===== src/rtl/rv_decode_pkg.sv =====
package rv_decode_pkg;

   localparam int XLEN = 32;                // Data path width

   //////////////////////////////////////////////////
   // Major opcodes, instruction bits 6:2
   //////////////////////////////////////////////////
   typedef enum logic [4:0] {
      OPC_LOAD   = 5'b00000,
      OPC_OP_IMM = 5'b00100,
      OPC_AUIPC  = 5'b00101,
      OPC_STORE  = 5'b01000,
      OPC_OP     = 5'b01100,
      OPC_LUI    = 5'b01101,
      OPC_BRANCH = 5'b11000,
      OPC_JALR   = 5'b11001,
      OPC_JAL    = 5'b11011,
      OPC_SYSTEM = 5'b11100
   } opcode_e;

   // ADD sits at zero so a cleared register reads as ADD
   typedef enum logic [3:0] {
      ALU_ADD    = 4'd0,
      ALU_SUB    = 4'd1,
      ALU_SLL    = 4'd2,
      ALU_SLT    = 4'd3,
      ALU_SLTU   = 4'd4,
      ALU_XOR    = 4'd5,
      ALU_SRL    = 4'd6,
      ALU_SRA    = 4'd7,
      ALU_OR     = 4'd8,
      ALU_AND    = 4'd9,
      ALU_PASS_B = 4'd10                    // LUI, operand B straight through
   } alu_op_e;

   typedef enum logic [1:0] {
      WB_ALU = 2'd0,
      WB_MEM = 2'd1,
      WB_PC4 = 2'd2                         // Link address for jumps
   } wb_sel_e;

   //////////////////////////////////////////////////
   // Immediate layouts
   //////////////////////////////////////////////////
   typedef enum logic [2:0] {
      IMM_NONE = 3'd0,
      IMM_I    = 3'd1,
      IMM_S    = 3'd2,
      IMM_B    = 3'd3,
      IMM_U    = 3'd4,
      IMM_J    = 3'd5
   } imm_fmt_e;

endpackage

===== src/rtl/instruction_decode_stage.sv =====
`timescale 1ns/1ps

module instruction_decode_stage #(
   parameter int REG_COUNT = 32
) (
   input  logic                            clk_i,
   input  logic                            rst_n_i,
   input  logic [31:2]                     instr_i,
   input  logic [31:2]                     pc_i,
   input  logic                            busywait_i,
   input  logic                            flush_i,
   input  logic                            rd_wr_en_i,
   input  logic [4:0]                      rd_label_i,
   input  logic [rv_decode_pkg::XLEN-1:0]  rd_data_i,
   output logic                            load_stall_o,
   output logic [31:2]                     pc_o,
   output logic [rv_decode_pkg::XLEN-1:0]  rs1_value_o,
   output logic [rv_decode_pkg::XLEN-1:0]  rs2_value_o,
   output logic [rv_decode_pkg::XLEN-1:0]  imm_value_o,
   output rv_decode_pkg::alu_op_e          alu_op_o,
   output logic                            alu_op1_sel_o,
   output logic                            alu_op2_sel_o,
   output rv_decode_pkg::wb_sel_e          wb_sel_o,
   output logic                            reg_wb_en_o,
   output logic [4:0]                      rd_o,
   output logic [4:0]                      rs1_label_o,
   output logic [4:0]                      rs2_label_o,
   output logic [2:0]                      funct3_o,
   output logic                            is_load_o,
   output logic                            is_store_o,
   output logic                            is_branch_o,
   output logic                            is_jump_o
);
   import rv_decode_pkg::*;

   // Instruction fields
   logic [4:0] rd_label;
   logic [4:0] rs1_label;
   logic [4:0] rs2_label;
   logic [2:0] funct3;

   assign rd_label  = instr_i[11:7];
   assign rs1_label = instr_i[19:15];
   assign rs2_label = instr_i[24:20];
   assign funct3    = instr_i[14:12];

   alu_op_e         alu_op;
   wb_sel_e         wb_sel;
   imm_fmt_e        imm_fmt;
   logic            op1_sel, op2_sel, reg_wr_en;
   logic            is_load, is_store, is_branch, is_jump;
   logic            uses_rs1, uses_rs2;
   logic [XLEN-1:0] imm, rs1_value, rs2_value;

   main_decoder u_main_decoder (
      .opcode_i    (opcode_e'(instr_i[6:2])),
      .funct3_i    (funct3),
      .funct7_i    (instr_i[31:25]),
      .alu_op_o    (alu_op),
      .op1_sel_o   (op1_sel),
      .op2_sel_o   (op2_sel),
      .wb_sel_o    (wb_sel),
      .reg_wr_en_o (reg_wr_en),
      .is_load_o   (is_load),
      .is_store_o  (is_store),
      .is_branch_o (is_branch),
      .is_jump_o   (is_jump),
      .uses_rs1_o  (uses_rs1),
      .uses_rs2_o  (uses_rs2),
      .imm_fmt_o   (imm_fmt)
   );

   imm_gen u_imm_gen (
      .instr_i   (instr_i[31:7]),
      .imm_fmt_i (imm_fmt),
      .imm_o     (imm)
   );

   regfile #(.REG_COUNT(REG_COUNT)) u_regfile (
      .clk_i      (clk_i),
      .rst_n_i    (rst_n_i),
      .wr_en_i    (rd_wr_en_i),             // Writeback port
      .rd_i       (rd_label_i),
      .rd_data_i  (rd_data_i),
      .rs1_i      (rs1_label),
      .rs2_i      (rs2_label),
      .rs1_data_o (rs1_value),
      .rs2_data_o (rs2_value)
   );

   //////////////////////////////////////////////////
   // Load-use hazard against the load now in EX
   //////////////////////////////////////////////////
   assign load_stall_o = is_load_o && (rd_o != 5'd0) &&
                         ((uses_rs1 && rd_o == rs1_label) ||
                          (uses_rs2 && rd_o == rs2_label));

   logic load_en;                           // Register takes a new value this edge
   logic bubble;                            // ... and that value is a bubble

   assign load_en = flush_i || !busywait_i;
   assign bubble  = flush_i || load_stall_o;

   //////////////////////////////////////////////////
   // ID/EX register
   //////////////////////////////////////////////////
   always_ff @(posedge clk_i or negedge rst_n_i) begin
      if (!rst_n_i) begin
         pc_o          <= '0;
         rs1_value_o   <= '0;
         rs2_value_o   <= '0;
         imm_value_o   <= '0;
         alu_op_o      <= ALU_ADD;
         alu_op1_sel_o <= 1'b0;
         alu_op2_sel_o <= 1'b0;
         wb_sel_o      <= WB_ALU;
         reg_wb_en_o   <= 1'b0;
         rd_o          <= '0;
         rs1_label_o   <= '0;
         rs2_label_o   <= '0;
         funct3_o      <= '0;
         is_load_o     <= 1'b0;
         is_store_o    <= 1'b0;
         is_branch_o   <= 1'b0;
         is_jump_o     <= 1'b0;
      end else if (load_en) begin           // Busywait alone holds everything
         pc_o          <= bubble ? '0 : pc_i;
         rs1_value_o   <= bubble ? '0 : rs1_value;
         rs2_value_o   <= bubble ? '0 : rs2_value;
         imm_value_o   <= bubble ? '0 : imm;
         alu_op_o      <= bubble ? ALU_ADD : alu_op;
         alu_op1_sel_o <= !bubble && op1_sel;
         alu_op2_sel_o <= !bubble && op2_sel;
         wb_sel_o      <= bubble ? WB_ALU : wb_sel;
         reg_wb_en_o   <= !bubble && reg_wr_en;
         rd_o          <= bubble ? '0 : rd_label;
         rs1_label_o   <= bubble ? '0 : rs1_label;
         rs2_label_o   <= bubble ? '0 : rs2_label;
         funct3_o      <= bubble ? '0 : funct3;
         is_load_o     <= !bubble && is_load;     // Clears next cycle, one bubble per load
         is_store_o    <= !bubble && is_store;
         is_branch_o   <= !bubble && is_branch;
         is_jump_o     <= !bubble && is_jump;
      end
   end

   // A flushed slot must never write back
   a_flush_kills_wb: assert property (
      @(posedge clk_i) disable iff (!rst_n_i)
      flush_i |=> !reg_wb_en_o
   );

   // A matching load lets in exactly one bubble
   a_one_bubble_per_load: assert property (
      @(posedge clk_i) disable iff (!rst_n_i)
      load_stall_o && !busywait_i |=> !load_stall_o
   );

endmodule


===== src/rtl/regfile.sv =====
`timescale 1ns/1ps

module regfile #(
   parameter int REG_COUNT = 32
) (
   input  logic                            clk_i,
   input  logic                            rst_n_i,
   input  logic                            wr_en_i,
   input  logic [4:0]                      rd_i,
   input  logic [rv_decode_pkg::XLEN-1:0]  rd_data_i,
   input  logic [4:0]                      rs1_i,
   input  logic [4:0]                      rs2_i,
   output logic [rv_decode_pkg::XLEN-1:0]  rs1_data_o,
   output logic [rv_decode_pkg::XLEN-1:0]  rs2_data_o
);
   import rv_decode_pkg::*;

   localparam int IDX_W = $clog2(REG_COUNT);

   logic [XLEN-1:0] regs [REG_COUNT];
   logic            wr_ok;
   logic            rs1_ok;
   logic            rs2_ok;

   // x0 and labels past the top of the file never hit the array
   assign wr_ok  = wr_en_i && (rd_i != 5'd0) && (32'(rd_i) < REG_COUNT);
   assign rs1_ok = (rs1_i != 5'd0) && (32'(rs1_i) < REG_COUNT);
   assign rs2_ok = (rs2_i != 5'd0) && (32'(rs2_i) < REG_COUNT);

   always_ff @(posedge clk_i or negedge rst_n_i) begin
      if (!rst_n_i) begin
         for (int i = 0; i < REG_COUNT; i++) begin
            regs[i] <= '0;
         end
      end else if (wr_ok) begin
         regs[rd_i[IDX_W-1:0]] <= rd_data_i;
      end
   end

   // No bypass, same-cycle read sees the old value
   assign rs1_data_o = rs1_ok ? regs[rs1_i[IDX_W-1:0]] : '0;
   assign rs2_data_o = rs2_ok ? regs[rs2_i[IDX_W-1:0]] : '0;

   // Writeback must stay inside the configured file (RV32E has 16)
   a_wr_label_in_range: assert property (
      @(posedge clk_i) disable iff (!rst_n_i)
      wr_en_i |-> (32'(rd_i) < REG_COUNT)
   );

endmodule


===== src/rtl/imm_gen.sv =====
`timescale 1ns/1ps

module imm_gen (
   input  logic [31:7]                     instr_i,
   input  rv_decode_pkg::imm_fmt_e         imm_fmt_i,
   output logic [rv_decode_pkg::XLEN-1:0]  imm_o
);
   import rv_decode_pkg::*;

   logic sign;

   assign sign = instr_i[31];               // Sign bit is always bit 31

   always_comb begin
      case (imm_fmt_i)
         IMM_I: imm_o = {{(XLEN-11){sign}}, instr_i[30:20]};
         IMM_S: imm_o = {{(XLEN-11){sign}}, instr_i[30:25], instr_i[11:7]};
         IMM_B: begin
            // Branch offset, bit 0 implied zero
            imm_o = {{(XLEN-12){sign}}, instr_i[7], instr_i[30:25],
                     instr_i[11:8], 1'b0};
         end
         IMM_U: imm_o = {instr_i[31:12], {(XLEN-20){1'b0}}};
         IMM_J: begin
            imm_o = {{(XLEN-20){sign}}, instr_i[19:12], instr_i[20],
                     instr_i[30:21], 1'b0};
         end
         default: imm_o = '0;               // No immediate
      endcase
   end

endmodule


===== src/rtl/main_decoder.sv =====
`timescale 1ns/1ps

module main_decoder (
   input  rv_decode_pkg::opcode_e  opcode_i,
   input  logic [2:0]              funct3_i,
   input  logic [6:0]              funct7_i,
   output rv_decode_pkg::alu_op_e  alu_op_o,
   output logic                    op1_sel_o,
   output logic                    op2_sel_o,
   output rv_decode_pkg::wb_sel_e  wb_sel_o,
   output logic                    reg_wr_en_o,
   output logic                    is_load_o,
   output logic                    is_store_o,
   output logic                    is_branch_o,
   output logic                    is_jump_o,
   output logic                    uses_rs1_o,
   output logic                    uses_rs2_o,
   output rv_decode_pkg::imm_fmt_e imm_fmt_o
);
   import rv_decode_pkg::*;

   logic    alt_op;                         // SUB / SRA encoding in funct7
   alu_op_e arith_op;

   assign alt_op = (funct7_i == 7'b0100000);

   // ALU operation for OP and OP_IMM
   always_comb begin
      case (funct3_i)
         3'b000:  arith_op = (alt_op && opcode_i == OPC_OP) ? ALU_SUB : ALU_ADD;
         3'b001:  arith_op = ALU_SLL;
         3'b010:  arith_op = ALU_SLT;
         3'b011:  arith_op = ALU_SLTU;
         3'b100:  arith_op = ALU_XOR;
         3'b101:  arith_op = alt_op ? ALU_SRA : ALU_SRL;   // SRAI shares the funct7 pattern
         3'b110:  arith_op = ALU_OR;
         default: arith_op = ALU_AND;
      endcase
   end

   //////////////////////////////////////////////////
   // Control fields per opcode
   //////////////////////////////////////////////////
   always_comb begin
      // Bubble values unless the opcode says otherwise
      alu_op_o    = ALU_ADD;
      op1_sel_o   = 1'b0;
      op2_sel_o   = 1'b0;
      wb_sel_o    = WB_ALU;
      reg_wr_en_o = 1'b0;
      is_load_o   = 1'b0;
      is_store_o  = 1'b0;
      is_branch_o = 1'b0;
      is_jump_o   = 1'b0;
      uses_rs1_o  = 1'b0;
      uses_rs2_o  = 1'b0;
      imm_fmt_o   = IMM_NONE;

      case (opcode_i)
         OPC_LOAD: begin
            op2_sel_o   = 1'b1;
            wb_sel_o    = WB_MEM;
            reg_wr_en_o = 1'b1;
            is_load_o   = 1'b1;
            uses_rs1_o  = 1'b1;
            imm_fmt_o   = IMM_I;
         end
         OPC_STORE: begin
            op2_sel_o   = 1'b1;
            is_store_o  = 1'b1;
            uses_rs1_o  = 1'b1;
            uses_rs2_o  = 1'b1;              // Store data
            imm_fmt_o   = IMM_S;
         end
         OPC_BRANCH: begin
            alu_op_o    = ALU_SUB;          // Compare by subtraction
            is_branch_o = 1'b1;
            uses_rs1_o  = 1'b1;
            uses_rs2_o  = 1'b1;
            imm_fmt_o   = IMM_B;
         end
         OPC_JAL: begin
            op1_sel_o   = 1'b1;             // PC + offset
            op2_sel_o   = 1'b1;
            wb_sel_o    = WB_PC4;
            reg_wr_en_o = 1'b1;
            is_jump_o   = 1'b1;
            imm_fmt_o   = IMM_J;
         end
         OPC_JALR: begin
            op2_sel_o   = 1'b1;             // rs1 + offset
            wb_sel_o    = WB_PC4;
            reg_wr_en_o = 1'b1;
            is_jump_o   = 1'b1;
            uses_rs1_o  = 1'b1;
            imm_fmt_o   = IMM_I;
         end
         OPC_OP_IMM: begin
            alu_op_o    = arith_op;
            op2_sel_o   = 1'b1;
            reg_wr_en_o = 1'b1;
            uses_rs1_o  = 1'b1;
            imm_fmt_o   = IMM_I;
         end
         OPC_OP: begin
            alu_op_o    = arith_op;
            reg_wr_en_o = 1'b1;
            uses_rs1_o  = 1'b1;
            uses_rs2_o  = 1'b1;
         end
         OPC_LUI: begin
            alu_op_o    = ALU_PASS_B;
            op2_sel_o   = 1'b1;
            reg_wr_en_o = 1'b1;
            imm_fmt_o   = IMM_U;
         end
         OPC_AUIPC: begin
            op1_sel_o   = 1'b1;
            op2_sel_o   = 1'b1;
            reg_wr_en_o = 1'b1;
            imm_fmt_o   = IMM_U;
         end
         default: ;                         // SYSTEM and unknown opcodes stay a bubble
      endcase
   end

endmodule


===== config.mk =====
export PLATFORM = sky130hd
export DESIGN_NAME = instruction_decode_stage
export DESIGN_NICKNAME = d
export VERILOG_FILES = /design/src/rtl/rv_decode_pkg.sv /design/src/rtl/instruction_decode_stage.sv /design/src/rtl/regfile.sv /design/src/rtl/imm_gen.sv /design/src/rtl/main_decoder.sv
export SDC_FILE = /design/constraint.sdc
export NUM_CORES = 2
export LEC_CHECK = 0
export BUFFER_PORTS_ARGS = -buffer_cell sky130_fd_sc_hd__buf_4
export CORE_ASPECT_RATIO = 1.4
export CORE_MARGIN = 10
export CORE_UTILIZATION = 69
export CTS_BUF_LIST = sky130_fd_sc_hd__clkbuf_8
export DETAILED_ROUTE_END_ITERATION = 8
export GPL_ROUTABILITY_DRIVEN = 0
export PLACE_DENSITY = 0.84
export SLEW_MARGIN = 20
export SYNTH_ARGS = -nofsm -noshare
export SYNTH_HDL_FRONTEND = slang
export SYNTH_SLANG_ARGS = --single-unit

===== constraint.sdc =====
create_clock -name clk_i -period 3.9 [get_ports clk_i]
set_clock_uncertainty 0.15 [all_clocks]
set_input_delay 0.195 -clock clk_i [delete_from_list [all_inputs] [get_ports clk_i]]
set_output_delay 0.195 -clock clk_i [all_outputs]
set_load 0.005 [all_outputs]

Word level (Yosys, flattened, before mapping)
Index checks and enable logic that the tools add are counted.
Widths: inputs -> output; s select.

operators by class
  eq/ne operators = 22
  magnitude comparators = 4
  reductions and logical operators = 34
  multiplexer cells = 37
  bitwise operators = 3

operators with widths
  operator            count
  $bwmux 1024         1
  $bmux 32 s5         2
  $mux 32             10
  $demux 32 s5        1
  $pmux 32 s5         1
  $mux 30             1
  $pmux 4 s7          1
  $reduce_bool 5->1   4
  $ge 6x6->1 const B  3
  $not 5->6           3
  $eq 3x3->1 const B  5
  $eq 5x4->1 const B  3
  $eq 5x5->1 const B  3
  $mux 5              3
  $pmux 3 s5          1
  $logic_and 1x1->1   14
  $reduce_or 7->1     2
  $eq 3x2->1 const B  4
  $pmux 4 s3          1
  $mux 1              11
  $eq 5x3->1 const B  2
  $eq 5x5->1          2
  $reduce_or 2->1     4
  $eq 7x6->1 const B  1
  other kinds (12)    17

storage, ports and cells
  register bits = 1181
  bits of input ports = 102
  word-level logic and storage cells = 149

Longest topological paths before layout
  depth after elaboration = 9
  depth in mapped cells = 10

Hierarchy
Synthesis repeated with hierarchy kept, for this count alone.

unflattened totals
  cells, all modules = 4826
  area, all modules = 64141.5 µm²

by module, submodules not included
  module                    instances  area an instance (µm²)  cells an instance
  regfile                   1          54446.0                 3768
  instruction_decode_stage  1          8976.1                  939
  imm_gen                   1          390.4                   66
  main_decoder              1          329.1                   53

Least setup slack after synthesis
No wires, ideal clock.

  kind = input-to-reg
  start = input instr_i[15] (netlist name)
  end = register rs1_value_o[25] (netlist name)
  slack = 1.778 ns
  data arrival time = 1.836 ns
  required time = 3.615 ns
  library setup time = 0.135 ns
  stages = 6
  cells stage by stage = buf_4 -> buf_2 -> buf_2 -> mux4_2 -> a221oi_1 -> a221oi_2

on the way
  cells in the longest elaborated chain, start to end = 6
  elaborated cells on any way between the ends = 12

ends and longest elaborated chain
  element                                                             line                                            source
  start, declared                                                     instruction_decode_stage.sv:8                   input logic [31:2] instr_i,
  $not 5->6 (not written as such) or $eq 5x5->1 (tied branches)       regfile.sv:41, instruction_decode_stage.sv:95
  $bmux 32 s5 or $logic_and 1x1->1 (tied branches)                    regfile.sv:41, instruction_decode_stage.sv:95
  $mux 32 (not written as such) or $logic_or 1x1->1 (tied branches)   regfile.sv:41, instruction_decode_stage.sv:95
  $mux 32 (not written as such) or $logic_and 1x1->1 (tied branches)  regfile.sv:41, instruction_decode_stage.sv:94
  $mux 32 or $logic_or 1x1->1 (tied branches)                         regfile.sv:41, instruction_decode_stage.sv:102
  $mux 32 *                                                           instruction_decode_stage.sv:128                 rs1_value_o <= bubble ? '0 : rs1_value;
  end signal, assigned                                                instruction_decode_stage.sv:128
  end, declared                                                       instruction_decode_stage.sv:17                  output logic [rv_decode_pkg::XLEN-1:0] rs1_value_o,

Every way passes the cells marked *; elsewhere a longest branch is shown, timed or not. The select of a mux whose other input is x is not followed.
A chain may end at the register's enable or synchronous reset.

Worst setup path in the final report
  start = register rd_o[1]
  end = register imm_value_o[10] (netlist name)

on the way
  cells in the longest elaborated chain, start to end = 6
  elaborated cells on any way between the ends = 10

ends and longest elaborated chain
  element                                      line                                                            source
  start, declared                              instruction_decode_stage.sv:25                                  output logic [4:0] rd_o,
  start signal, assigned                       instruction_decode_stage.sv:136                                 rd_o <= bubble ? '0 : rd_label;
  $eq 5x5->1, on equally long branches         instruction_decode_stage.sv:95, instruction_decode_stage.sv:96
  $logic_and 1x1->1, on equally long branches  instruction_decode_stage.sv:95, instruction_decode_stage.sv:96
  $logic_or 1x1->1                             instruction_decode_stage.sv:95                                  ((uses_rs1 && rd_o == rs1_label) ||
  $logic_and 1x1->1 *                          instruction_decode_stage.sv:94                                  assign load_stall_o = is_load_o && (rd_o != 5'd0) &&
  $logic_or 1x1->1 *                           instruction_decode_stage.sv:102                                 assign bubble = flush_i || load_stall_o;
  $mux 32 *                                    instruction_decode_stage.sv:130                                 imm_value_o <= bubble ? '0 : imm;
  end signal, assigned                         instruction_decode_stage.sv:130
  end, declared                                instruction_decode_stage.sv:19                                  output logic [rv_decode_pkg::XLEN-1:0] imm_value_o,

Every way passes the cells marked *; elsewhere a longest branch is shown, timed or not.

==> reports/qor.tcl <==
set qor(hp-class) {input port to register}
set qor(capturing_element_type_of_the_critical_path) {register}
set qor(die-height_um) 371
set qor(all_layer_gr_usage) 0.411
set qor(row_count) 128
set qor(post_cts_resize_count) 0
set qor(nets) 4545
set qor(ff2ff_setup_slack_ns) -0.01
set qor(syn_avg_cell_area_um2) 14.6
set qor(grt_pass1_vias) 46300
set qor(grt_first_pass_wirelength_mm) 304
set qor(commonest_cells_after_routing_fill_and_taps_aside) {dfrtp_1 (1,180), mux2_2 (995), mux4_2 (448)}
set qor(clock.fmax_mhz) 256
set qor(pwr_density_cell_mw_per_mm2) 479
set qor(yosys_register_bits) 1180
set qor(tightestPinTransition_ns) 1.19
set qor(totalNegativeSetupSlack_ns) -0.00973
set qor(grt_max_degree) 122
set qor(final_hold_viol_count) 0
set qor(layout.core_utilization) 0.795
set qor(clkLatencyLatePin_ns) 0.93
set qor(async_flop_share) 1.00
set qor(worstHoldPathCells) 4
set qor(netlist-cell-type-count) 62
set qor(floorplan.die.width_um) 270
set qor(cts_buffer_depth) 3
set qor(final_period_utilization) 1.00
set qor(detailedPlacementHpwl_mm) 110
set qor(antenna_violations_before_repair) 22
set qor(minimum_clock_period_ns) 3.91
set qor(post-place-ws_ns) 0.929
set qor(worst-endpoint-required_ns) 4.59
set qor(fillers) 4693
set qor(min_from) {instr_i[30]}
set qor(setup_viol_count_final) 1
set qor(clockRootBuffer) {clkbuf_8}
set qor(grt-ovfl-total) 0
set qor(die_area_mm2) 0.100
set qor(cts_inserted_buffers) 174
set qor(synthCells) 4146
set qor(regToRegStartpoint) {rd_o[1]}
set qor(grt_setup_unrepaired) {no}
set qor(mappedNetlistNets) 4248
set qor(tritoncts_clock_tree) {built}
set qor(route.detailed.drc) 1
set qor(cts.clk_slew.worst_paths_ns) 0.08
set qor(boundaryPins) 260
set qor(dr.pass1.iters) 9
set qor(r2r_cells) 7
set qor(worstReg2RegEnd) {imm_value_o[10]}
set qor(io_port_bufs) 259
set qor(route.final.wire_length_mm) 204
set qor(detailroute.via_count) 44300
set qor(drtIter0Drc) 6178
set qor(slew_hr) 0.198
set qor(leading_cell_type_in_the_layout_fill_and_taps_excluded) {dfrtp_1}
set qor(cellLeakagePower_nw) 30.3
set qor(max-cap-violations) 0
set qor(detail_route.vias_per_cell) 7.70
set qor(min_to) {imm_value_o[30]}
set qor(failed_checks) {design-rule violations, negative setup slack}
set qor(synth_warnings) 0
set qor(fraction_of_layout_cells_with_a_size_suffix_above_1) 0.474
set qor(run_status) {finished with violations}
set qor(post_synth_instance_area_mm2) 0.0606
set qor(number_of_synthesized_flops_with_an_enable_pin) 0
set qor(h-tree-depth) 4
set qor(worst_setup_path_start_kind) {register}
set qor(critical_path.max_fanout) 44
set qor(area_of_the_placeable_core_mm2) 0.0871
set qor(worst_setup_margin_ns) -0.00973
set qor(floorplan.initialDensity) 0.695
set qor(synth_seq_area_share) 0.487
set qor(ant_nets) 0
set qor(report.final.slew_viol_count) 0
set qor(synth-main-ff-cell) {dfrtp_1}
set qor(syn_to_final_growth_pct) 14.3
set qor(clock-sinks) 1180
set qor(per_cell_routed_wire_length_um) 35.3
set qor(worst_ep_arrival_time_ns) 4.60
set qor(peakVddDrop_mv) 0.371
set qor(path_class) {register to register}
synthesized netlist by cell type, types with 2 or more instances:
cell / count / share of area
a32o_1: 8 / 0.0013
and4_1: 57 / 0.0082
mux2_2: 995 / 0.18
mux2i_1: 110 / 0.018
nand3_1: 11 / 0.00091
and3_1: 2 / 0.00021
a221oi_1: 141 / 0.020
a211oi_1: 27 / 0.0033
buf_1: 49 / 0.0030
o311ai_0: 4 / 0.00058
a2111oi_0: 24 / 0.0035
o21ai_0: 46 / 0.0038
buf_6: 12 / 0.0022
o211ai_2: 2 / 0.00041
xor2_1: 3 / 0.00043
a31oi_1: 2 / 0.00021
nor3b_1: 5 / 0.00062
nand4_1: 3 / 0.00031
nand3b_1: 5 / 0.00062
and2_1: 5 / 0.00052
buf_4: 40 / 0.0050
a32oi_1: 2 / 0.00029
nor2_1: 32 / 0.0020
a221oi_2: 12 / 0.0030
a21oi_1: 57 / 0.0047
nor2b_1: 58 / 0.0060
buf_2: 108 / 0.0089
inv_1: 2 / 0.00012
nand2b_1: 36 / 0.0037
nand2_1: 138 / 0.0086
a22o_1: 50 / 0.0072
dfrtp_1: 1180 / 0.49
mux4_2: 448 / 0.17
clkbuf_4: 2 / 0.00025
or2b_1: 2 / 0.00025
o31ai_1: 3 / 0.00037
clkbuf_1: 264 / 0.016
xnor2_1: 7 / 0.0010
nor3_1: 10 / 0.00083
a22oi_1: 160 / 0.020
nand4b_1: 3 / 0.00043
power by group:
group	switching (W)	total [W]	leakage [nW]	internal (W)
combinational	0.00274	0.00672	13.0	0.00398
clock	0.00507	0.0104	2.03	0.00532
sequential	0.00168	0.0160	15.2	0.0143
total	0.00949	0.0331	30.3	0.0236
how the worst max path moves through the flow:
stage / start / endpoint / cells past startpoint
final: rd_o[1] / imm_value_o[10] / 7
after global routing: rd_o[1] / pc_o[15] / 7
after CTS: rd_o[1] / imm_value_o[8] / 7
after detailed placement: instr_i[16] / rs1_value_o[25] / 7
after global placement: instr_i[15] / rs1_value_o[24] / 8
after floorplan: instr_i[15] / rs1_value_o[25] / 6
through the flow:
stage | power (W) | hold WS [ns] | cells | cell area [um2]
after floorplan | 0.0203 | -0.251 | 4146 | 60600
after global placement | 0.0220 | 0.207 | 5234 | 63600
after detailed placement | 0.0224 | 0.215 | 5237 | 63600
after CTS | 0.0328 | 0.00386 | 5746 | 69200
after global routing | 0.0343 | 0.0280 | 5755 | 69200
final | 0.0331 | 0.0178 | 5762 | 69300
per-layer routing:
layer | vias up | global-route usage | routed length (um)
met5 | - | 0.00669 | 216
li1 | 16800 | - | -
met3 | 1220 | 0.150 | 24200
met4 | 14 | 0.307 | 18100
met1 | 22800 | 0.479 | 67200
met2 | 3570 | 0.621 | 93900
logic make-up (layout without fill, tap and decap cells):
| kind of cell | count (synthesis) | in the layout | share of synthesized area |
|---|---|---|---|
| AO/OA/AOI/OAI | 543 | 543 | 0.0701 |
| XOR/XNOR | 10 | 10 | 0.00145 |
| AND/OR/NAND/NOR | 380 | 380 | 0.0350 |
| multiplexers | 1553 | 1553 | 0.370 |
| other | 0 | 16 | 0 |
| buffers and inverters | 480 | 910 | 0.0363 |
| flip-flops | 1180 | 1180 | 0.487 |
sequential cells by signal, indices dropped and copies added, names as in the netlist, 2 cells and up:
register,count
funct3_o,3
rs1_value_o,32
rs2_value_o,32
imm_value_o,32
pc_o,30
u_regfile.regs,1024
wb_sel_o,2
rs1_label_o,5
rs2_label_o,5
rd_o,5
alu_op_o,4
critical path, cell delays in order (launching register included):
cell	delay, ns
dfrtp_1	0.47
or4_4	0.58
o221ai_4	0.33
inv_2	0.11
nor3_4	0.61
buf_12	0.32
a32o_1	0.53
dlygate4sd3_1	0.71
final cells by class:
cell class	count	area, um2	share of cell area
Sequential cell	1180	29500	0.426
Multi-Input combinational cell	2486	29100	0.420
Timing Repair Buffer	598	5540	0.0800
Clock buffer	226	3110	0.0449
Tap cell	1170	1460	0.0211
Clock inverter	83	445	0.00643
Antenna cell	16	40.0	0.000578
Inverter	3	11.3	0.000163
what timing repair did:
item / CTS / global route
hold buffers: 200 / 0
endpoints found under the hold margin: 2293 / 0
setup buffers: 0 / 0
setup endpoints to repair: 0 / 0
Power figures use the tool's default switching activity.
